===== src/rtl/ndn_pkg.sv =====
`default_nettype none

package ndn_pkg;

    // Packet lengths in bytes, metadata byte included
    localparam int INTEREST_BYTES = 9;
    localparam int DATA_BYTES     = 41;

    // Direct-mapped PIT
    localparam int PIT_DEPTH = 16;

    typedef logic [7:0]   byte_t;
    typedef logic [63:0]  prefix_t;
    // Bit 7 is the kind (1 = data), bit 6 rides along, bits 5:0 hop limit
    typedef logic [7:0]   meta_t;
    typedef logic [255:0] payload_t;
    typedef logic [$clog2(PIT_DEPTH)-1:0] pit_idx_t;

    typedef enum logic {
        op_insert,
        op_consume
    } pit_op_e;

    typedef enum logic [1:0] {
        res_ok,
        res_duplicate,
        res_collision,
        res_miss
    } pit_result_e;

    typedef enum logic [2:0] {
        st_forwarded,
        st_expired,
        st_aggregated,
        st_collision,
        st_unsolicited
    } pkt_status_e;

    typedef enum logic [1:0] {
        st_idle_rx,
        st_lookup,
        st_decide,
        st_send
    } fib_state_e;

endpackage

`default_nettype wire


===== src/rtl/pit_lookup_if.sv =====
`timescale 1ns/1ps
`default_nettype none

interface pit_lookup_if;

    // Request side, one-cycle pulse
    logic                 req;
    ndn_pkg::pit_op_e     op;
    ndn_pkg::prefix_t     prefix;

    // Answer arrives two cycles after req
    logic                 resp;
    ndn_pkg::pit_result_e result;

    modport fib (
        output req,
        output op,
        output prefix,
        input  resp,
        input  result
    );

    modport pit (
        input  req,
        input  op,
        input  prefix,
        output resp,
        output result
    );

endinterface

`default_nettype wire


===== src/rtl/fib_table.sv =====
`timescale 1ns/1ps
`default_nettype none

module fib_table (
    input  logic                 clk,
    input  logic                 rst_n,
    input  logic                 rx_valid,
    input  ndn_pkg::byte_t       rx_data,
    pit_lookup_if.fib            pit,
    output logic                 tx_valid,
    output ndn_pkg::byte_t       tx_data,
    output logic                 pkt_done,
    output ndn_pkg::pkt_status_e pkt_status
);

    ndn_pkg::fib_state_e               state;
    logic [5:0]                        cnt;
    logic [5:0]                        pkt_len;
    logic [ndn_pkg::DATA_BYTES*8-1:0]  pkt;
    ndn_pkg::meta_t                    meta_q;
    logic                              is_data;
    logic                              hop_zero;
    logic                              last_rx;
    logic                              req_q;
    ndn_pkg::byte_t                    top_byte;
    ndn_pkg::pkt_status_e              resp_status;

    // Kind and length are known once the first byte is in meta_q
    assign is_data  = meta_q[7];
    assign hop_zero = (meta_q[5:0] == 6'd0);
    assign pkt_len  = is_data ? 6'(ndn_pkg::DATA_BYTES) : 6'(ndn_pkg::INTEREST_BYTES);

    // Byte 0 can never be the last one
    assign last_rx = rx_valid && (cnt != 6'd0) && (cnt == pkt_len - 6'd1);

    // Bytes enter at the low end, so the first byte of a packet sits at
    // byte 8 for an interest and at byte 40 for a data packet
    assign top_byte = is_data ? pkt[ndn_pkg::DATA_BYTES*8-8 +: 8]
                              : pkt[ndn_pkg::INTEREST_BYTES*8-8 +: 8];

    // Prefix lies directly below the metadata byte
    assign pit.prefix = is_data ? pkt[$bits(ndn_pkg::payload_t) +: $bits(ndn_pkg::prefix_t)]
                                : pkt[0 +: $bits(ndn_pkg::prefix_t)];
    assign pit.op     = is_data ? ndn_pkg::op_consume : ndn_pkg::op_insert;
    assign pit.req    = req_q;

    // PIT answer to packet status
    always_comb begin
        case (pit.result)
            ndn_pkg::res_ok:        resp_status = ndn_pkg::st_forwarded;
            ndn_pkg::res_duplicate: resp_status = ndn_pkg::st_aggregated;
            ndn_pkg::res_collision: resp_status = ndn_pkg::st_collision;
            default:                resp_status = ndn_pkg::st_unsolicited;
        endcase
    end

    always_ff @(posedge clk or negedge rst_n) begin
        if (!rst_n) begin
            state      <= ndn_pkg::st_idle_rx;
            cnt        <= '0;
            meta_q     <= '0;
            req_q      <= 1'b0;
            pkt_status <= ndn_pkg::st_forwarded;
        end else begin
            req_q <= 1'b0;
            case (state)
                ndn_pkg::st_idle_rx: begin
                    if (rx_valid) begin
                        if (cnt == 6'd0) begin
                            meta_q <= rx_data;
                        end
                        if (last_rx) begin
                            // An expired interest never reaches the PIT
                            req_q <= is_data || !hop_zero;
                            cnt   <= '0;
                            state <= ndn_pkg::st_lookup;
                        end else begin
                            cnt <= cnt + 6'd1;
                        end
                    end
                end
                ndn_pkg::st_lookup: begin
                    if (!is_data && hop_zero) begin
                        pkt_status <= ndn_pkg::st_expired;
                        state      <= ndn_pkg::st_decide;
                    end else if (pit.resp) begin
                        pkt_status <= resp_status;
                        // Outgoing interest carries one hop less
                        if (!is_data && resp_status == ndn_pkg::st_forwarded) begin
                            meta_q[5:0] <= meta_q[5:0] - 6'd1;
                        end
                        state <= ndn_pkg::st_decide;
                    end
                end
                ndn_pkg::st_decide: begin
                    // Byte 0 goes out on this cycle
                    if (pkt_status == ndn_pkg::st_forwarded) begin
                        cnt   <= 6'd1;
                        state <= ndn_pkg::st_send;
                    end else begin
                        state <= ndn_pkg::st_idle_rx;
                    end
                end
                ndn_pkg::st_send: begin
                    if (cnt == pkt_len - 6'd1) begin
                        cnt   <= '0;
                        state <= ndn_pkg::st_idle_rx;
                    end else begin
                        cnt <= cnt + 6'd1;
                    end
                end
                default: begin
                    state <= ndn_pkg::st_idle_rx;
                end
            endcase
        end
    end

    // Same left shift for assembly and for transmission
    always_ff @(posedge clk) begin
        if (state == ndn_pkg::st_idle_rx && rx_valid) begin
            pkt <= {pkt[ndn_pkg::DATA_BYTES*8-9:0], rx_data};
        end else if (tx_valid) begin
            pkt <= pkt << 8;
        end
    end

    assign pkt_done = (state == ndn_pkg::st_decide);
    assign tx_valid = (state == ndn_pkg::st_send) ||
                      (pkt_done && pkt_status == ndn_pkg::st_forwarded);

    // Metadata comes from meta_q, which holds the rewritten hop limit
    assign tx_data = (state == ndn_pkg::st_send) ? top_byte : meta_q;

endmodule

`default_nettype wire


===== src/rtl/ndn_forwarder.sv =====
`timescale 1ns/1ps
`default_nettype none

module ndn_forwarder (
    input  logic                 clk,
    input  logic                 rst_n,
    input  logic                 spi_sclk,
    input  logic                 spi_cs_n,
    input  logic                 spi_mosi,
    output logic                 tx_valid,
    output ndn_pkg::byte_t       tx_data,
    output logic                 pkt_done,
    output ndn_pkg::pkt_status_e pkt_status
);

    // Byte strobe from the SPI side
    logic           rx_valid;
    ndn_pkg::byte_t rx_data;

    pit_lookup_if pit_if ();

    spi_byte_rx u_spi_rx (
        .clk      (clk),
        .rst_n    (rst_n),
        .spi_sclk (spi_sclk),
        .spi_cs_n (spi_cs_n),
        .spi_mosi (spi_mosi),
        .rx_valid (rx_valid),
        .rx_data  (rx_data)
    );

    fib_table u_fib (
        .clk        (clk),
        .rst_n      (rst_n),
        .rx_valid   (rx_valid),
        .rx_data    (rx_data),
        .pit        (pit_if.fib),
        .tx_valid   (tx_valid),
        .tx_data    (tx_data),
        .pkt_done   (pkt_done),
        .pkt_status (pkt_status)
    );

    pit_table u_pit (
        .clk   (clk),
        .rst_n (rst_n),
        .pit   (pit_if.pit)
    );

endmodule

`default_nettype wire


===== src/rtl/pit_table.sv =====
`timescale 1ns/1ps
`default_nettype none

module pit_table (
    input  logic      clk,
    input  logic      rst_n,
    pit_lookup_if.pit pit
);

    logic [ndn_pkg::PIT_DEPTH-1:0] slot_valid;
    ndn_pkg::prefix_t              slot_prefix [ndn_pkg::PIT_DEPTH];

    logic              stage_busy;
    ndn_pkg::pit_idx_t idx_q;
    ndn_pkg::pit_op_e  op_q;
    ndn_pkg::prefix_t  prefix_q;
    logic              hit_valid;
    logic              hit_match;
    logic              store_en;
    logic              clear_en;

    // XOR of all prefix bytes, low bits select the slot
    function automatic ndn_pkg::pit_idx_t fold_prefix(input ndn_pkg::prefix_t p);
        ndn_pkg::byte_t acc;
        acc = '0;
        for (int i = 0; i < $bits(ndn_pkg::prefix_t) / 8; i++) begin
            acc ^= p[i*8 +: 8];
        end
        return ndn_pkg::pit_idx_t'(acc);
    endfunction

    // First cycle, capture the request
    always_ff @(posedge clk) begin
        if (pit.req) begin
            idx_q    <= fold_prefix(pit.prefix);
            op_q     <= pit.op;
            prefix_q <= pit.prefix;
        end
    end

    // Second cycle, compare against the addressed slot
    assign hit_valid = slot_valid[idx_q];
    assign hit_match = hit_valid && (slot_prefix[idx_q] == prefix_q);
    assign store_en  = stage_busy && (op_q == ndn_pkg::op_insert) && !hit_valid;
    assign clear_en  = stage_busy && (op_q == ndn_pkg::op_consume) && hit_match;

    always_ff @(posedge clk or negedge rst_n) begin
        if (!rst_n) begin
            stage_busy <= 1'b0;
            pit.resp   <= 1'b0;
            slot_valid <= '0;
        end else begin
            stage_busy <= pit.req;
            pit.resp   <= stage_busy;
            if (store_en) begin
                slot_valid[idx_q] <= 1'b1;
            end else if (clear_en) begin
                // Data consumed the entry
                slot_valid[idx_q] <= 1'b0;
            end
        end
    end

    always_ff @(posedge clk) begin
        if (store_en) begin
            slot_prefix[idx_q] <= prefix_q;
        end
    end

    always_ff @(posedge clk) begin
        if (stage_busy) begin
            if (op_q == ndn_pkg::op_insert) begin
                if (!hit_valid) begin
                    pit.result <= ndn_pkg::res_ok;
                end else if (hit_match) begin
                    pit.result <= ndn_pkg::res_duplicate;
                end else begin
                    pit.result <= ndn_pkg::res_collision;
                end
            end else begin
                pit.result <= hit_match ? ndn_pkg::res_ok : ndn_pkg::res_miss;
            end
        end
    end

endmodule

`default_nettype wire


===== src/rtl/spi_byte_rx.sv =====
`timescale 1ns/1ps
`default_nettype none

module spi_byte_rx (
    input  logic           clk,
    input  logic           rst_n,
    input  logic           spi_sclk,
    input  logic           spi_cs_n,
    input  logic           spi_mosi,
    output logic           rx_valid,
    output ndn_pkg::byte_t rx_data
);

    logic [1:0] sclk_sync;
    logic [1:0] cs_n_sync;
    logic [1:0] mosi_sync;
    logic       sclk_prev;
    logic       cs_n_prev;
    logic       sclk_rise;
    logic       cs_fall;
    logic [2:0] bit_cnt;
    logic [6:0] shift_q;

    // Two-flop synchronizers plus one extra stage for edge detection
    always_ff @(posedge clk or negedge rst_n) begin
        if (!rst_n) begin
            sclk_sync <= 2'b00;
            cs_n_sync <= 2'b11;
            sclk_prev <= 1'b0;
            cs_n_prev <= 1'b1;
        end else begin
            sclk_sync <= {sclk_sync[0], spi_sclk};
            cs_n_sync <= {cs_n_sync[0], spi_cs_n};
            sclk_prev <= sclk_sync[1];
            cs_n_prev <= cs_n_sync[1];
        end
    end

    always_ff @(posedge clk) begin
        mosi_sync <= {mosi_sync[0], spi_mosi};
    end

    // Mode 0: sample on rising sclk while selected
    assign sclk_rise = sclk_sync[1] && !sclk_prev && !cs_n_sync[1];
    assign cs_fall   = cs_n_prev && !cs_n_sync[1];

    always_ff @(posedge clk or negedge rst_n) begin
        if (!rst_n) begin
            bit_cnt  <= '0;
            rx_valid <= 1'b0;
        end else begin
            rx_valid <= 1'b0;
            if (cs_fall) begin
                bit_cnt <= '0;
            end else if (sclk_rise) begin
                // Counter wraps to 0 after the eighth bit
                bit_cnt  <= bit_cnt + 3'd1;
                rx_valid <= (bit_cnt == 3'd7);
            end
        end
    end

    // MSB first
    always_ff @(posedge clk) begin
        if (sclk_rise) begin
            shift_q <= {shift_q[5:0], mosi_sync[1]};
            if (bit_cnt == 3'd7) begin
                rx_data <= {shift_q, mosi_sync[1]};
            end
        end
    end

endmodule

`default_nettype wire


===== config.mk =====
export PLATFORM = sky130hd
export DESIGN_NAME = ndn_forwarder
export DESIGN_NICKNAME = d
export VERILOG_FILES = /design/src/rtl/ndn_pkg.sv /design/src/rtl/pit_lookup_if.sv /design/src/rtl/fib_table.sv /design/src/rtl/ndn_forwarder.sv /design/src/rtl/pit_table.sv /design/src/rtl/spi_byte_rx.sv
export SDC_FILE = /design/constraint.sdc
export NUM_CORES = 1
export LEC_CHECK = 0
export BUFFER_PORTS_ARGS = -buffer_cell sky130_fd_sc_hd__buf_4
export CAP_MARGIN = 15
export CORE_ASPECT_RATIO = 0.6
export CORE_MARGIN = 3
export CORE_UTILIZATION = 42
export CTS_BUF_LIST = sky130_fd_sc_hd__clkbuf_8
export DETAILED_ROUTE_END_ITERATION = 6
export GPL_ROUTABILITY_DRIVEN = 0
export GPL_TIMING_DRIVEN = 1
export PLACE_DENSITY = 0.57
export SETUP_SLACK_MARGIN = 0.4
export SLEW_MARGIN = 20
export SYNTH_ARGS = -nofsm -noshare
export SYNTH_HDL_FRONTEND = slang
export SYNTH_SLANG_ARGS = --single-unit
export TNS_END_PERCENT = 1

===== constraint.sdc =====
create_clock -name clk -period 12 [get_ports clk]
set_clock_uncertainty 0.15 [all_clocks]
set_input_delay 1.8 -clock clk [delete_from_list [all_inputs] [get_ports clk]]
set_output_delay 1.8 -clock clk [all_outputs]
set_load 0.005 [all_outputs]

==> results of run 1 <==
-- power groups by stage --
stage	logic, W	registers, W	clock network (W)
floorplan	0.0000253	0.00575	0
global placement	0.0000391	0.00575	0
detailed placement	0.0000407	0.00575	0
CTS	0.0000409	0.00564	0.00369
global route	0.0000450	0.00563	0.00391
finish	0.0000400	0.00564	0.00358
-- worst reg2reg max path, delay by kind of cell, from the launching register on --
family,cells,cell delay [ns]
buf+inv,4,1.78
flops,1,0.84
simple gates,4,2.10
mux,1,0.23
compound gates,1,0.21
xor+xnor,1,0.35
-- area by class of cell --
type	instances	area, um^2	share of cell area, %
antenna	4	10.0	0.0159
clock buffer	206	2840	4.49
clock inverter	156	800	1.27
inverter	45	169	0.268
multi-input combinational	1138	11800	18.7
sequential	1492	44500	70.5
tap	1802	2250	3.57
timing repair buffer	86	708	1.12
-- per-stage QoR --
step | setup WS [ns] | utilization [%] | total power (W)
global placement | 5.70 | 44.1 | 0.00579
floorplan | 2.04 | - | 0.00577
global route | 5.83 | 46.9 | 0.00959
finish | 6.23 | 46.9 | 0.00926
CTS | 6.19 | 46.9 | 0.00937
detailed placement | 6.22 | 44.2 | 0.00579
-- layout by cell type (no fill, tap or decap), types with 17 or more instances in the layout --
cell type / n
inv_1: 102
a221oi_1: 17
and3_1: 17
clkbuf_8: 206
edfxtp_1: 1438
a21oi_1: 57
o21ai_0: 39
clkinv_2: 26
dfrtp_1: 43
xor2_1: 32
buf_4: 81
a22oi_1: 55
nor2_1: 49
nor2b_1: 19
nor3_1: 19
mux2_2: 79
nand2_1: 57
mux4_2: 172
xnor2_1: 35
mux2i_1: 230
clkinv_1: 55
-- registers in the layout, indices dropped and copies added, names as in the netlist, 2 cells and up, named ones only --
signal and count:
u_spi_rx.bit_cnt 3, u_pit.prefix_q 64, u_spi_rx.sclk_sync 2, u_pit.pit.result 2
u_pit.idx_q 4, u_spi_rx.mosi_sync 2, u_pit.slot_prefix 1024, u_fib.cnt 6
u_fib.pkt 328, u_fib.meta_q 8, u_fib.state 2, u_fib.pkt_status 3
u_spi_rx.rx_data 8, u_spi_rx.cs_n_sync 2, u_spi_rx.shift_q 7
-- cell families (layout without fill, tap and decap cells) --
logic type | after synthesis | after routing | synth area share [%]
flip-flops | 1492 | 1492 | 77.7
multiplexers | 488 | 488 | 12.7
AO/OA/AOI/OAI | 284 | 284 | 3.53
AND/OR/NAND/NOR | 279 | 279 | 2.58
buffers and inverters | 169 | 493 | 1.88
XOR/XNOR | 75 | 75 | 1.36
adder cells (fa/ha/maj) | 12 | 12 | 0.262
other | 0 | 4 | 0
-- path summary, 6_finish.rpt --
path                                       startpoint                    end  slack, ns
worst max-delay path                         register               register       6.23
worst min-delay path            u_spi_rx.mosi_sync[0]  u_spi_rx.mosi_sync[1]       0.18
worst max register to register               register               register       6.23
worst min register to register  u_spi_rx.mosi_sync[0]  u_spi_rx.mosi_sync[1]       0.18
max in group asynchronous                       rst_n          u_fib.pit.req      10.40
min in group asynchronous                       rst_n  u_spi_rx.sclk_sync[0]       0.79
-- per-layer routing --
layer / global-route usage [%] / vias up / part of all wire (%)
met3: 5.73 / 252 / 9.4
met2: 26.7 / 1183 / 41
met5: 0 / - / 0.0092
met4: 6.47 / 2 / 2.6
li1: - / 11771 / -
met1: 31.3 / 14852 / 47
==> metrics, run 1 <==
Die Area=141,000 um^2; CP Data Required Time=~13 ns; area grow syn2layout=10.2%; hold slack=0.179 ns; hold crit path type=register to register; period utilisation layout=48.1%; Critical-path top delay cell=dfxtp_4; final hold vios=0; sequential fraction of the synthesis area=~78%; Clock Tree Buf Depth=3; yosys warns=0; largest net degree at the start of global routing=~180; layout cells sized above 1=20.2%; CP Cell Sequence=buf_12 > buf_4 > inv_2 > buf_4 > mux2i_1 > xnor2_1 > nand4_1 > or4_1 > or4_4 > or4_4 > o22a_1; final wirelength=141 mm; Core Box Area=135,000 um^2; most common cell in the netlist=edfxtp_1; register share of total power=60.9%; vias per cell=between 5 and 6; crit start category=register; Post-Layout Cell Count=4,929; final setup violation count=0; Crit path depth=11; fin crit period=between 5 and 6 ns; via count=28,060; Synth Cell Area=57,300 um^2; Worst Reg2Reg Path Length in Cells=11; post-CTS setup buffer count=0; Worst Tran Pin Value=1.14 ns; worst hold path depth=0; Starting DRT DRC Count=between 3,000 and 4,000; FMAX=roughly 170 MHz; cells after synthesis=2,799; Buf/Inv on CP=4; FP Rows=approximately 100; CP top delay family=simple AND/OR/NAND/NOR gates; internal power=~0.0073 W; Power Dens Cells=between 100 and 150 nW/um^2; Crit Path Max Fanout=102; sw frac=between 20% and 30%; Yosys reg bits=1,492; total gr overflow=0; dpl hpwl=about 80 mm; DRC=0; Clock transition at path regs=0.07 ns; area share of the largest cell type after synthesis=75.4%; clk sinks=1,492; RSZ-0062 raised after global routing=no; Crit path arrival time=6.40 ns; IO buf count=17; Critical Path End Type=register; Top FF cell, synth=edfxtp_1; Synth Area per Inst=20.5 um^2; Total GRT Usage=~20%; Clock Power Share=38.7%; Chip Width=483 um; TNS Setup=0 ns; status=finished clean; filler instances=11,163; critical path type=register to register; wire per inst=about 29 um; Synth area leaders=edfxtp_1 (75%), mux4_2 (6.8%), mux2i_1 (4.0%); Post-CTS Resized=0; initial antenna violation count=13; syn nets=2,816; DR pass1 iterations=5; Final Cell Area=~63,000 um^2; critical path's largest stage delay=0.84 ns; P_sw=0.00192 W; Root Buffer=clkbuf_8; io pins=18; Post-synth EDFFs=1,438; global-route wire length before repair=202 mm; top cells by count, synth=edfxtp_1 (1,438), mux2i_1 (230), mux4_2 (172), mux2_2 (79), nor2_1 (66); total CTS buffers=201; clk_lat worst skew=0.91 ns; # Max-Cap Violations=0; Antenna Nets Post-Route=0; htree depth=4; Final Max Slew Viols=0; Comb pwr share=0.4%; ys async rst share=3.22%; Synth area leader=edfxtp_1; vias in the first global route=28,192; CTS tree=yes; Initial Util=42.5%; maximum vdd drop=0.115 mV; cell count after placement=4,563; Synth cell types=83; hold_buf cts=0; die height=292 um; placed cell area=59,500 um^2; Leak Pwr=approximately 20 nW; slew margin rel.=23.8%; nets=2,981
(Power assumes the default switching activity.)
==> run 2: changes to the inputs <==
ABC_AREA = 1   (was not set)
PLACE_DENSITY = 0.59   (was 0.57)
clock period = 4.9 ns   (was 12 ns; I/O delays follow)
==> run 2 against run 1 <==
  * Setup slack got worse by 5.5 ns
  * Largest power group unchanged
  * Synthesized area increased by 3.3%
  * Final cell count increased by 38%
  * Clock power increased to 2.5 times the previous value
  * Non-clock buffer count increased by 31
  * Critical path depth increased by 5
  * Maximum frequency increased by 39%
  * Highest routed layer is now met4
  * Count of clock-buffer cells in the layout decreased by 1
  * Flip-flop and latch count unchanged
  * Design area increased by 3.5%
==> metrics, run 2 <==
Die Area=between 100,000 and 150,000 um^2; filler instances=12,349; RR Endpoint=u_pit.pit.result[0]; Top FF cell, synth=edfxtp_1; clk_lat worst skew=between 0.9 and 1 ns; io pins=18; placed cell area=61,500 um^2; Leak Pwr=24.2 nW; nets=4,808; FMAX=241 MHz; Antenna Nets Post-Route=0; final wirelength=150 mm; largest registers=u_pit.slot_prefix: 1024 flops, u_fib.pkt: 328 flops, u_pit.prefix_q: 64 flops; Final Cell Area=65,300 um^2; area share of the largest cell type after synthesis=73.0%; multi-input logic area=12,100 um^2; Crit Path Max Fanout=92; hold crit path type=register to register; register share of total power=around three fifths; Post-CTS Resized=0; Synth Cell Area=59,100 um^2; Synth area leader=edfxtp_1; sequential fraction of the synthesis area=75.3%; Clock Tree Buf Depth=3; clk sinks=approximately 1,500; ys async rst share=3.22%; Top reg by flops=u_pit.slot_prefix; Reg2Reg Setup Slack=between 0.7 and 0.8 ns; Crit path arrival time=4.62 ns; sw frac=21.1%; Final Max Slew Viols=0; status=finished clean; final hold vios=0; via count=between 30,000 and 40,000; final setup violation count=0; Root Buffer=clkbuf_8; total gr overflow=0; critical path type=register to register; maximum vdd drop=0.241 mV; most common cell in the netlist=edfxtp_1; Clock Power Share=roughly 40%; Worst Tran Pin Value=roughly 1.1 ns; syn nets=4,720; Clock transition at path regs=0.07 ns; period utilisation layout=between 80% and 90%; area grow syn2layout=10.5%; fin crit period=4.15 ns; RSZ-0062 raised after global routing=no; Register Area=about 45,000 um^2; Worst Reg2Reg Path Length in Cells=16; Power Dens Cells=350 nW/um^2; layout cells sized above 1=8.71%; Yosys reg bits=1,492; Synth area leaders=edfxtp_1 (73%), nand2_1 (6.6%), nand3_1 (3.6%); post-CTS setup buffer count=0; Synth Area per Inst=12.6 um^2; dpl hpwl=81.0 mm; yosys warns=0; max FFs per register=1,024; IO buf count=17; vias in the first global route=32,876; Starting DRT DRC Count=4,605; Chip Width=490 um; cells after synthesis=4,703; P_sw=0.00481 W; top cells by count, synth=edfxtp_1 (1,438), nand2_1 (1,047), nor2_1 (546), nand3_1 (422), inv_1 (323); global-route wire length before repair=221 mm; htree depth=4; # Max-Cap Violations=0; hold endpoint=u_spi_rx.mosi_sync[1]; worst hold path depth=0; Core Box Area=138,000 um^2; most frequent cells in the layout=edfxtp_1 (1,438), nand2_1 (1,046), nor2_1 (546), nand3_1 (421), inv_1 (363); largest net degree at the start of global routing=approximately 150; crit start category=register; CTS tree=yes; Comb pwr share=0.1%; most common cell after layout, fill and taps aside=edfxtp_1; initial antenna violation count=5; TNS Setup=0 ns; total CTS buffers=between 200 and 250; Post-synth EDFFs=1,438; Total GRT Usage=20.3%; Critical Path End Type=register; FP Rows=105; die height=around 300 um; wire per inst=21.9 um; slew margin rel.=28.4%; CP Data Required Time=5.37 ns; internal power=0.0180 W; DR pass1 iterations=6; DRC=0; vias per cell=5.26; Initial Util=42.8%; Synth cell types=43; hold_sp=u_spi_rx.mosi_sync[0]
==> run 2: timing repair <==
action	CTS	global route
hold buffers	4	0
endpoints found under the hold margin	48	0
setup endpoints to repair	0	0
==> run 2: cells by family (layout without fill, tap and decap cells) <==
kind of cell,Yosys count,in the layout,share of synthesized area [%]
xor+xnor,31,31,0.459
other cells,0,2,0
fa+ha+maj,12,12,0.254
buf+inv,562,807,4.39
simple gates,2071,2071,14.3
compound gates,535,535,5.28
flops,1492,1492,75.3
==> run 2: through the flow <==
stage                     cells  hold slack (ns)  total power [W]  setup WS [ns]  util (%)
after floorplan            4703            0.160           0.0141          0.368         -
after global placement     6455            0.169           0.0141          0.885      44.5
after detailed placement   6455            0.165           0.0141          0.845      44.5
after CTS                  6820            0.182           0.0231          0.812      47.3
after global routing       6821            0.184           0.0236          0.594      47.3
final                      6822            0.180           0.0229          0.754      47.3
==> run 2: how the worst max path moves through the flow <==
stage	startpoint	endpoint	slack (ns)	cells past startpoint
floorplan	u_fib.state[0]	u_fib.pkt[0]	0.37	6
global placement	register	u_pit.pit.result[0]	0.88	16
detailed placement	register	u_pit.pit.result[0]	0.85	16
CTS	register	u_pit.pit.result[0]	0.81	16
global route	register	u_pit.pit.result[0]	0.59	16
finish	register	u_pit.pit.result[0]	0.75	16
==> run 2: cell type report <==
cell class,instances,share of cell area (%)
Tap cell,1872,3.59
Multi-Input combinational cell,2649,18.5
Inverter,329,2.00
Antenna cell,2,0.00766
Sequential cell,1492,68.2
Timing Repair Buffer,117,2.05
Clock buffer,205,4.32
Clock inverter,156,1.42
==> run 2: routing by layer <==
layer	up-vias	track usage, %	wire [um]
met5	-	0	0
met1	17567	32.7	72800
li1	16580	-	-
met2	1478	27.6	60700
met3	225	4.37	13500
met4	0	5.33	2690
==> run 2: power groups by stage <==
stage / combinational [W] / sequential, W / clock, W
2_1_floorplan: 0.0000102 / 0.0141 / 0
3_3_place_gp: 0.0000244 / 0.0141 / 0
3_5_place_dp: 0.0000254 / 0.0141 / 0
4_1_cts: 0.0000281 / 0.0138 / 0.00928
5_1_grt: 0.0000326 / 0.0138 / 0.00982
6_report: 0.0000271 / 0.0138 / 0.00905
==> run 2: worst max-delay path: stages, from the launching register on <==
cell      delay (ns)
dfxtp_4         0.47
clkinv_8        0.37
buf_12          0.36
buf_4           0.27
nand2_1         0.07
nand3_1         0.06
nand3_1         0.14
nand3_1         0.16
nand3_1         0.15
nand2_1         0.07
nor2_1          0.45
nand2_1         0.18
nor2_2          0.18
nand3_4         0.13
nor2_8          0.29
nand2_1         0.12
xnor2_1         0.15
